## src/source/starforceVideo_defines.svh

```systemverilog
// sizing and register map macros for the tile video engine, include wherever a block needs them
`ifndef STARFORCEVIDEO_DEFINES_SVH
`define STARFORCEVIDEO_DEFINES_SVH

// ==================================================
// layer geometry
// ==================================================

// tile layers, layer 0 is the front one
`define SV_LAYERS 3

// bitplanes per layer
`define SV_PLANES 3

// pixels per tile, also bits per plane byte
`define SV_TILE_W 8

// clk cycles per pixel strobe
`define SV_PIXEL_DIV 4

// colour bank bits above the pixel value
`define SV_BANK_W 4

// ==================================================
// register map
// ==================================================

`define SV_ADDR_W 8
`define SV_CTRL_ADDR 8'h30
`define SV_LAYER_STRIDE 8'h10

// offsets inside one layer's window
`define SV_PLANES_OFS 8'h0
`define SV_BANK_OFS 8'h4

`endif
```

## src/source/starforcePkg.sv

```systemverilog
// shared struct types for the tile video engine, referenced by scoped name from RTL and testbench
`default_nettype none

`include "starforceVideo_defines.svh"

package starforcePkg;

   // ==================================================
   // bus side
   // ==================================================

   typedef logic [`SV_ADDR_W-1:0] axiAddr_t;

   typedef enum logic [1:0]
   {
      RESP_OKAY   = 2'b00,
      RESP_SLVERR = 2'b10
   } axiResp_t;

   // master to slave, all five channels
   typedef struct packed
   {
      axiAddr_t    awaddr;
      logic        awvalid;
      logic [31:0] wdata;
      logic [3:0]  wstrb;
      logic        wvalid;
      logic        bready;
      axiAddr_t    araddr;
      logic        arvalid;
      logic        rready;
   } axiLiteReq_t;

   // slave to master
   typedef struct packed
   {
      logic        awready;
      logic        wready;
      axiResp_t    bresp;
      logic        bvalid;
      logic        arready;
      logic [31:0] rdata;
      axiResp_t    rresp;
      logic        rvalid;
   } axiLiteRsp_t;

   // ==================================================
   // video side
   // ==================================================

   // plane 0 sits in the lowest byte
   typedef struct packed
   {
      logic [`SV_BANK_W-1:0]                   bank;
      logic [`SV_PLANES-1:0][`SV_TILE_W-1:0]   planes;
   } layerRegs_t;

   typedef struct packed
   {
      logic                  flip;
      logic [`SV_LAYERS-1:0] layerEnable;
   } ctrlRegs_t;

   // value msb comes from plane 2
   typedef struct packed
   {
      logic [`SV_BANK_W-1:0] bank;
      logic [`SV_PLANES-1:0] value;
   } layerPixel_t;

   // layerId equal to SV_LAYERS marks background
   typedef struct packed
   {
      logic [`SV_BANK_W+`SV_PLANES-1:0] colorIndex;
      logic [1:0]                       layerId;
   } videoPixel_t;

endpackage

`default_nettype wire

```

## src/source/starforceVideo.sv

```systemverilog
// top level of the tile video engine, joins the register slave, timing, shifters and mixer
`default_nettype none

`include "starforceVideo_defines.svh"

module starforceVideo
(
   input  wire                             clk,
   input  wire                             CR,
   input  wire  starforcePkg::axiLiteReq_t axiReq_i,
   output starforcePkg::axiLiteRsp_t       axiRsp_o,
   output starforcePkg::videoPixel_t       pixel_o,
   output logic                            pixelValid_o,
   output logic                            tileStart_o
);

   starforcePkg::layerRegs_t  [`SV_LAYERS-1:0] layerRegs;
   starforcePkg::ctrlRegs_t                    ctrl;
   starforcePkg::layerPixel_t [`SV_LAYERS-1:0] layerPixels;
   logic                                       pixelEn;
   logic                                       tileLoad;

   // ==================================================
   // input side
   // ==================================================

   axiLiteRegs regs
   (
      .clk         (clk),
      .CR          (CR),
      .axiReq_i    (axiReq_i),
      .axiRsp_o    (axiRsp_o),
      .layerRegs_o (layerRegs),
      .ctrl_o      (ctrl)
   );

   pixelTiming timing
   (
      .clk        (clk),
      .CR         (CR),
      .pixelEn_o  (pixelEn),
      .tileLoad_o (tileLoad)
   );

   // one shifter per layer
   genvar k;
   generate
      for (k = 0; k < `SV_LAYERS; k++)
      begin : gLayer
         planeShifter shifter
         (
            .clk         (clk),
            .CR          (CR),
            .pixelEn_i   (pixelEn),
            .tileLoad_i  (tileLoad),
            .layerRegs_i (layerRegs[k]),
            .flip_i      (ctrl.flip),
            .pixel_o     (layerPixels[k])
         );
      end
   endgenerate

   layerMixer mixer
   (
      .clk           (clk),
      .CR            (CR),
      .pixelEn_i     (pixelEn),
      .tileLoad_i    (tileLoad),
      .layerEnable_i (ctrl.layerEnable),
      .layerPixels_i (layerPixels),
      .pixel_o       (pixel_o),
      .pixelValid_o  (pixelValid_o),
      .tileStart_o   (tileStart_o)
   );

endmodule

`default_nettype wire

```

## src/source/layerMixer.sv

```systemverilog
// front layer selection and registered palette index output, one pixel per strobe
`default_nettype none

`include "starforceVideo_defines.svh"

module layerMixer
(
   input  wire                                        clk,
   input  wire                                        CR,
   input  wire                                        pixelEn_i,
   input  wire                                        tileLoad_i,
   input  wire  [`SV_LAYERS-1:0]                      layerEnable_i,
   input  wire  starforcePkg::layerPixel_t [`SV_LAYERS-1:0] layerPixels_i,
   output starforcePkg::videoPixel_t                  pixel_o,
   output logic                                       pixelValid_o,
   output logic                                       tileStart_o
);

   logic [`SV_LAYERS-1:0]     enableQ;
   logic                      startPending;
   starforcePkg::videoPixel_t selPixel;

   // ==================================================
   // priority select, lowest layer wins
   // ==================================================

   always_comb
   begin
      selPixel.colorIndex = '0;
      selPixel.layerId    = 2'(`SV_LAYERS);
      // walk from the back so the front layer overrides
      for (int k = `SV_LAYERS - 1; k >= 0; k--)
      begin
         if (enableQ[k] && (layerPixels_i[k].value != '0))
         begin
            selPixel.colorIndex = {layerPixels_i[k].bank, layerPixels_i[k].value};
            selPixel.layerId    = 2'(k);
         end
      end
   end

   // enables latched with the tile, like the planes
   always_ff @(posedge clk or negedge CR)
   begin
      if (!CR)
      begin
         enableQ      <= '0;
         startPending <= 1'b0;
         pixelValid_o <= 1'b0;
         tileStart_o  <= 1'b0;
      end
      else
      begin
         if (tileLoad_i)
            enableQ <= layerEnable_i;
         if (tileLoad_i)
            startPending <= 1'b1;
         else if (pixelEn_i)
            startPending <= 1'b0;
         pixelValid_o <= pixelEn_i;
         tileStart_o  <= pixelEn_i & startPending;
      end
   end

   always_ff @(posedge clk)
   begin
      if (pixelEn_i)
         pixel_o <= selPixel;
   end

endmodule

`default_nettype wire

```

## src/source/planeShifter.sv

```systemverilog
// one layer's bitplane shift registers with parallel load and flip-controlled direction
`default_nettype none

`include "starforceVideo_defines.svh"

module planeShifter
(
   input  wire                             clk,
   input  wire                             CR,
   input  wire                             pixelEn_i,
   input  wire                             tileLoad_i,
   input  wire  starforcePkg::layerRegs_t  layerRegs_i,
   input  wire                             flip_i,
   output starforcePkg::layerPixel_t       pixel_o
);

   logic [`SV_PLANES-1:0][`SV_TILE_W-1:0] planeQ;
   logic [`SV_BANK_W-1:0]                 bankQ;
   logic                                  flipQ;

   // ==================================================
   // shift registers
   // ==================================================

   always_ff @(posedge clk or negedge CR)
   begin
      if (!CR)
      begin
         planeQ <= '0;
         bankQ  <= '0;
         flipQ  <= 1'b0;
      end
      else if (tileLoad_i)
      begin
         // parallel load, direction fixed for the whole tile
         planeQ <= layerRegs_i.planes;
         bankQ  <= layerRegs_i.bank;
         flipQ  <= flip_i;
      end
      else if (pixelEn_i)
      begin
         for (int p = 0; p < `SV_PLANES; p++)
         begin
            if (flipQ)
               planeQ[p] <= {1'b0, planeQ[p][`SV_TILE_W-1:1]};
            else
               planeQ[p] <= {planeQ[p][`SV_TILE_W-2:0], 1'b0};
         end
      end
   end

   // presented pixel from the register heads
   always_comb
   begin
      for (int p = 0; p < `SV_PLANES; p++)
      begin
         if (flipQ)
            pixel_o.value[p] = planeQ[p][0];
         else
            pixel_o.value[p] = planeQ[p][`SV_TILE_W-1];
      end
      pixel_o.bank = bankQ;
   end

endmodule

`default_nettype wire

```

## src/source/pixelTiming.sv

```systemverilog
// pixel strobe divider and tile pixel counter, drives the shifters and the mixer
`default_nettype none

`include "starforceVideo_defines.svh"

module pixelTiming
(
   input  wire  clk,
   input  wire  CR,
   output logic pixelEn_o,
   output logic tileLoad_o
);

   localparam int DivW = $clog2(`SV_PIXEL_DIV);
   localparam int PixW = $clog2(`SV_TILE_W);

   logic [DivW-1:0] divCnt;
   logic [PixW-1:0] pixCnt;
   logic            strobe;
   logic            tileWrap;

   // one strobe per SV_PIXEL_DIV clocks
   assign strobe   = (divCnt == DivW'(`SV_PIXEL_DIV - 1));
   assign tileWrap = (pixCnt == PixW'(`SV_TILE_W - 1));

   always_ff @(posedge clk or negedge CR)
   begin
      if (!CR)
      begin
         divCnt <= '0;
         pixCnt <= '0;
      end
      else
      begin
         if (strobe)
         begin
            divCnt <= '0;
            // tile counter wraps 7 to 0
            pixCnt <= pixCnt + 1'b1;
         end
         else
            divCnt <= divCnt + 1'b1;
      end
   end

   assign pixelEn_o  = strobe;
   assign tileLoad_o = strobe & tileWrap;

endmodule

`default_nettype wire

```

## src/source/axiLiteRegs.sv

```systemverilog
// AXI4-Lite slave holding the per-layer plane and bank registers and the control register
`default_nettype none

`include "starforceVideo_defines.svh"

module axiLiteRegs
(
   input  wire                                    clk,
   input  wire                                    CR,
   input  wire  starforcePkg::axiLiteReq_t        axiReq_i,
   output starforcePkg::axiLiteRsp_t              axiRsp_o,
   output starforcePkg::layerRegs_t [`SV_LAYERS-1:0] layerRegs_o,
   output starforcePkg::ctrlRegs_t                ctrl_o
);

   starforcePkg::layerRegs_t [`SV_LAYERS-1:0] layerRegs;
   starforcePkg::ctrlRegs_t                   ctrl;

   logic                  wrAccept;
   logic                  rdAccept;
   logic [`SV_LAYERS-1:0] wrPlaneSel;
   logic [`SV_LAYERS-1:0] wrBankSel;
   logic                  wrCtrlSel;
   logic                  wrHit;
   logic                  rdHit;
   logic [31:0]           rdValue;

   logic                  bvalid;
   logic                  rvalid;
   starforcePkg::axiResp_t bresp;
   starforcePkg::axiResp_t rresp;
   logic [31:0]           rdata;

   function automatic starforcePkg::axiAddr_t planeAddr(input int k);
      return starforcePkg::axiAddr_t'(k * `SV_LAYER_STRIDE + `SV_PLANES_OFS);
   endfunction

   function automatic starforcePkg::axiAddr_t bankAddr(input int k);
      return starforcePkg::axiAddr_t'(k * `SV_LAYER_STRIDE + `SV_BANK_OFS);
   endfunction

   // write needs AW and W together, one response outstanding at most
   assign wrAccept = axiReq_i.awvalid & axiReq_i.wvalid & ~bvalid;
   assign rdAccept = axiReq_i.arvalid & ~rvalid;

   // ==================================================
   // address decode
   // ==================================================

   always_comb
   begin
      wrPlaneSel = '0;
      wrBankSel  = '0;
      for (int k = 0; k < `SV_LAYERS; k++)
      begin
         wrPlaneSel[k] = (axiReq_i.awaddr == planeAddr(k));
         wrBankSel[k]  = (axiReq_i.awaddr == bankAddr(k));
      end
      wrCtrlSel = (axiReq_i.awaddr == `SV_CTRL_ADDR);
      wrHit     = (|wrPlaneSel) | (|wrBankSel) | wrCtrlSel;
   end

   // read mux, zero-extended fields
   always_comb
   begin
      rdHit   = 1'b0;
      rdValue = '0;
      for (int k = 0; k < `SV_LAYERS; k++)
      begin
         if (axiReq_i.araddr == planeAddr(k))
         begin
            rdHit = 1'b1;
            rdValue[`SV_PLANES*`SV_TILE_W-1:0] = layerRegs[k].planes;
         end
         if (axiReq_i.araddr == bankAddr(k))
         begin
            rdHit = 1'b1;
            rdValue[`SV_BANK_W-1:0] = layerRegs[k].bank;
         end
      end
      if (axiReq_i.araddr == `SV_CTRL_ADDR)
      begin
         rdHit = 1'b1;
         rdValue[`SV_LAYERS-1:0] = ctrl.layerEnable;
         rdValue[8] = ctrl.flip;
      end
   end

   // ==================================================
   // register file and handshakes
   // ==================================================

   always_ff @(posedge clk or negedge CR)
   begin
      if (!CR)
      begin
         layerRegs <= '0;
         ctrl      <= '0;
         bvalid    <= 1'b0;
         rvalid    <= 1'b0;
      end
      else
      begin
         if (wrAccept)
         begin
            bvalid <= 1'b1;
            for (int k = 0; k < `SV_LAYERS; k++)
            begin
               // byte lanes follow wstrb
               for (int p = 0; p < `SV_PLANES; p++)
               begin
                  if (wrPlaneSel[k] && axiReq_i.wstrb[p])
                     layerRegs[k].planes[p] <= axiReq_i.wdata[p*8 +: 8];
               end
               if (wrBankSel[k] && axiReq_i.wstrb[0])
                  layerRegs[k].bank <= axiReq_i.wdata[`SV_BANK_W-1:0];
            end
            if (wrCtrlSel && axiReq_i.wstrb[0])
               ctrl.layerEnable <= axiReq_i.wdata[`SV_LAYERS-1:0];
            if (wrCtrlSel && axiReq_i.wstrb[1])
               ctrl.flip <= axiReq_i.wdata[8];
         end
         else if (bvalid && axiReq_i.bready)
            bvalid <= 1'b0;

         if (rdAccept)
            rvalid <= 1'b1;
         else if (rvalid && axiReq_i.rready)
            rvalid <= 1'b0;
      end
   end

   // response payloads, held until taken
   always_ff @(posedge clk)
   begin
      if (wrAccept)
         bresp <= wrHit ? starforcePkg::RESP_OKAY : starforcePkg::RESP_SLVERR;
      if (rdAccept)
      begin
         rdata <= rdValue;
         rresp <= rdHit ? starforcePkg::RESP_OKAY : starforcePkg::RESP_SLVERR;
      end
   end

   assign axiRsp_o.awready = wrAccept;
   assign axiRsp_o.wready  = wrAccept;
   assign axiRsp_o.bresp   = bresp;
   assign axiRsp_o.bvalid  = bvalid;
   assign axiRsp_o.arready = rdAccept;
   assign axiRsp_o.rdata   = rdata;
   assign axiRsp_o.rresp   = rresp;
   assign axiRsp_o.rvalid  = rvalid;

   assign layerRegs_o = layerRegs;
   assign ctrl_o      = ctrl;

endmodule

`default_nettype wire

```

## config.mk

```make
export PLATFORM = sky130hd
export DESIGN_NAME = starforceVideo
export DESIGN_NICKNAME = d
export VERILOG_FILES = /design/src/source/starforcePkg.sv /design/src/source/starforceVideo.sv /design/src/source/layerMixer.sv /design/src/source/planeShifter.sv /design/src/source/pixelTiming.sv /design/src/source/axiLiteRegs.sv
export VERILOG_INCLUDE_DIRS = /design/src /design/src/source
export SDC_FILE = /design/constraint.sdc
export NUM_CORES = 1
export LEC_CHECK = 0
export BUFFER_PORTS_ARGS = -buffer_cell sky130_fd_sc_hd__buf_2
export CAP_MARGIN = 20
export CORE_UTILIZATION = 53
export DETAILED_ROUTE_END_ITERATION = 6
export PLACE_DENSITY_LB_ADDON = 0.25
export SETUP_SLACK_MARGIN = 0.3
export SLEW_MARGIN = 20
export SYNTH_ARGS = -nofsm -noshare
export SYNTH_HDL_FRONTEND = slang
export SYNTH_SLANG_ARGS = --single-unit
```

## constraint.sdc

```tcl
create_clock -name clk -period 2.09 [get_ports clk]
set_input_delay 0.3135 -clock clk [delete_from_list [all_inputs] [get_ports clk]]
set_output_delay 0.3135 -clock clk [all_outputs]
set_load 0.02 [all_outputs]
```

# Word-level counts from Yosys, hierarchy flattened
# Cells that the tools add are included.
# word_totals
regBits	223
inputBits	59
output_inout_bits	52
elab_cells	161
# op_classes
n_addsub	2
n_eq_ne	14
mux	51
bitwise	9
n_reduce_logical	44
# op_table
operator	n
two-way mux 24 bit	9
two-way mux 8 bit	9
equality test 8 x 6 -> 1 bit, second input constant	6
equality test 8 x 5 -> 1 bit, second input constant	4
AND reduction 2 bit	14
two-way mux 9 bit	3
two-way mux 1 bit	23
logical AND 1 bit	19
equality test 8 x 3 -> 1 bit, second input constant	2
zero test 8 bit	2
two-way mux 4 bit	3
nonzero test 3 bit	3
two-way mux 2 bit	3
nonzero test 2 bit	3
OR reduction 3 bit	2
bitwise AND 1 bit	5
adder 3 x 1 -> 3 bit, second input constant	1
equality test 3 bit, second input constant	1
two-way mux 3 bit	1
adder 2 x 1 -> 2 bit, second input constant	1
equality test 2 bit, second input constant	1
NOT 1 bit	2
bitwise OR 1 bit	2
OR reduction 2 bit	1

# Depth between registers and ports, before layout
# depth
depth_word	9
mapped_depth	8
depth_no_buf	5

# By module
# Synthesis repeated with hierarchy kept, for this count alone.
# unflattened
cells_unflattened	906
hier_area_um2	11314.6
# by_module_without_submodules
module	instances	cells_each	area_each_um2	seq_area_each_um2
axiLiteRegs	1	393	5434.0	3032.9
planeShifter	3	148	1655.3	725.7
layerMixer	1	55	698.2	420.4
pixelTiming	1	14	216.5	125.1

# Worst setup path after synthesis
# OpenSTA, ideal clock, no wires.
# synth_timing
path_kind	register to output
from	register regs.rvalid
to	output port axiRsp_o[35] in the netlist's numbering
arrival_ps	1895
required_ps	1776
path_slack_ps	-118
stages_incl_launch_ff	3
n_path_buf	1
cell_sequence	dfrtp_1 nor2b_1 buf_4
# synth_between
elab_chain_len	2
# synth_rtl
item	line_no	source
start, declared	axiLiteRegs.sv:29	logic rvalid;
start signal, assigned	axiLiteRegs.sv:100	rvalid <= 1'b0;
start signal, assigned	axiLiteRegs.sv:127	rvalid <= 1'b1;
start signal, assigned	axiLiteRegs.sv:129	rvalid <= 1'b0;
NOT 1 bit	axiLiteRegs.sv:44	assign rdAccept = axiReq_i.arvalid & ~rvalid;
bitwise AND 1 bit	axiLiteRegs.sv:44	
end, declared	starforceVideo.sv:11	output starforcePkg::axiLiteRsp_t axiRsp_o,
# No other way between the ends.

==> metrics.txt <==
final setup fails=0; crit path DAT=2.16 ns; clock tree buffer depth=3; worst hold stages=3; most common cell in the netlist=dfrtp_1; initial drt markers=460; Hold Crit Class=primary input to flip-flop; PortBufs=91; sequential-to-total area share from yosys stat=53.67%; die footprint=0.02063 mm2; number of cell rows=51; post-synthesis cell count=907; minimum hold slack=0.07353 ns; largest net degree at the start of global routing=83; syn_area_per_cell=11.72 um2; Final Critical Period=1.808 ns; CP required=2.44 ns; Reg power frac=48.5%; WL final=25210 um; PwrDens=720.5 mW/mm2; post-synth cell types=50; share of the synthesized area in the top cell type=43.78%; Psw=1.978 mW; DRT met1 WL=11210 um; Design Power=9.218 mW; I/O pins=111; Die W=143.6 um; crit end category=flip-flop; max-cap violation count=0; first-pass GRT wire length=39740 um; first drt pass iteration count=5; Cell Area, Synth=0.01063 mm2; Area contributors post-synth=dfrtp_1, mux2_2, edfxtp_1; Worst Hold End=regs.bvalid; die height=143.6 um; reg-to-reg startpoint=gLayer[1].shifter.flipQ; routed len/inst=19.35 um; Layout area overhead=20.35%; initial antenna violation count=0; GRT Overall Usage=25.06%; Max Slew Vio Count=0; FFs w/ async S/R, synth=84.16%; via density per instance=5.666; Sw Ratio=21.46%; synth warn=0; root buffer cell=clkbuf_16; R2R Setup Slk=0.28 ns; via count=7383; met2 WL=12150 um; Startpoint Class=flip-flop; grt total ovfl=0; fin nets=1082; antenna fix cells=0; Final period util=86.49%; status=finished, final reports clean; clock latency on the worst-skew pair=0.51 ns; clk_skew=0.02045 ns; CTS tree=done; DR DRC count=0; Reg2Reg Depth=7; min-delay src=axiReq_i[10]; Pint=7.240 mW; P_leak=5.831 nW; htree depth=1; CTS sink count=221; Primary FF master, synth=dfrtp_1; Fin. Hold Viols=0; biggest area consumer among synthesized cells=dfrtp_1; unrepaired setup endpoints after global routing=true; detailed placer's ending HPWL=16670 um; FF-to-FF End=mixer.pixel_o[4]; layout cell share with drive strength beyond 1=36.22%; kind of critical path=flip-flop to flip-flop; largest fanout on the critical path=5; final antenna-violating net count=0; Logic pwr share=5.0%; vias in the first global route=7319; met3 routed WL=1447 um; most instantiated cells after synthesis=dfrtp_1, mux2_2, nand2_1; initial core utilization=54.27%; Clock Power Share=46.5%; number of buffers created by CTS=24; max layer used=met4; register bit total from synthesis=221; maximum vdd ir drop=0.0005831 V; Max Freq=553.2 MHz; Core ar.=0.01959 mm2; number of synthesized flops with an enable pin=35; clock-pin slew on the worst setup and hold paths=0.06 ns; gpl congestion=0.8626
[per-layer routing]
metal	track usage, %	vias to the layer above
li1	-	3473
met1	35.76	3685
met2	40.16	193
met3	4.165	32
met4	5.767	0
met5	0	-
[power groups by stage]
stage	registers, mW	logic [mW]	clock network, mW
CTS	4.47	0.461	4.35
floorplan	4.58	0.191	0
finish	4.47	0.461	4.29
detailed placement	4.55	0.438	0
global placement	4.55	0.432	0
global route	4.47	0.505	4.53
[cells in the final DEF (no fill, tap or decap), types with 4 or more instances in the layout]
master,n
clkbuf_1,6
mux2i_1,58
conb_1,10
nor2b_1,5
mux2_2,152
buf_2,88
a21oi_1,46
nor3b_1,12
clkbuf_8,5
o22ai_1,5
dfrtp_1,185
or3_1,4
mux2_4,8
nand2b_1,8
nor2_1,38
buf_12,18
nand2_1,111
nor3_4,4
o21ai_0,63
a22oi_1,20
clkinv_1,4
inv_1,9
buf_4,31
edfxtp_1,35
nand4_1,6
a31oi_1,8
clkbuf_16,27
[sequential cells by signal (all words and copies together) (netlist names)]
name and cells:
mixer.tileStart_o 1, regs.rdata 24, regs.bresp 1, timing.pixCnt 3
regs.ctrl_o 4, regs.rresp 1, timing.divCnt 2, gLayer.shifter.bankQ 12
gLayer.shifter.planeQ 72, mixer.pixelValid_o 1, mixer.startPending 1, mixer.enableQ 3
mixer.pixel_o 9, regs.layerRegs_o 84, regs.rvalid 1, regs.bvalid 1
gLayer.shifter.flipQ 1
[worst max path at each step]
| stage | from | end | slack [ns] |
|---|---|---|---|
| 4_1_cts | gLayer[1].shifter.flipQ | mixer.pixel_o[5] | 0.30 |
| 3_3_place_gp | axiReq_i[50] | regs.layerRegs_o[51] | 0.03 |
| 5_1_grt | gLayer[1].shifter.flipQ | mixer.pixel_o[3] | 0.20 |
| 2_1_floorplan | axiReq_i[50] | regs.layerRegs_o[10] | 0.16 |
| 3_5_place_dp | axiReq_i[50] | regs.layerRegs_o[48] | -0.02 |
| 6_report | gLayer[1].shifter.flipQ | mixer.pixel_o[4] | 0.28 |
[through the flow]
| stage | cells | instance area [um2] | setup TNS (ns) | util (%) | setup slack (ns) |
|---|---|---|---|---|---|
| CTS | 1301 | 12690 | 0 | 64.78 | 0.2964 |
| floorplan | 916 | 10740 | 0 | - | 0.1563 |
| finish | 1303 | 12790 | 0 | 65.31 | 0.2824 |
| global route | 1303 | 12790 | 0 | 65.31 | 0.2035 |
| global placement | 1244 | 11720 | 0 | 59.83 | 0.02567 |
| detailed placement | 1244 | 11720 | -0.09298 | 59.83 | -0.01881 |
[logic make-up after synthesis]
logic type / synth area share [%]
mux: 22.81
flops: 53.67
simple gates: 10.60
compound gates: 9.027
buf+inv: 3.425
fa+ha+maj: 0.3531
other cells: 0.03527
xor+xnor: 0.08240
[area by class of cell]
cell class,count,area (um2)
Clock inverter,8,87.58
Clock buffer,36,728.2
Timing Repair Buffer,145,1157
Fill cell,1493,6795
Inverter,9,33.78
Sequential cell,221,5709
Multi-Input combinational cell,619,4747
Tap cell,265,331.6
[repair_timing]
action | CTS | global route
hold buffers | 2 | 0
pin swaps | 4 | 5
setup endpoints to repair | 70 | 67
cloned | 0 | 1
buffers inserted | 11 | 1
endpoints found under the hold margin | 48 | 0
gates resized for setup | 11 | 16
[worst max-delay path: stages (launching register included)]
cell and delay, ns:
dfrtp_4 0.48, buf_6 0.13, or3_1 0.35, o211ai_1 0.22, buf_4 0.20, buf_4 0.09
inv_1 0.02, o21ai_0 0.15
No activity file was read; power rests on OpenSTA's default activity.
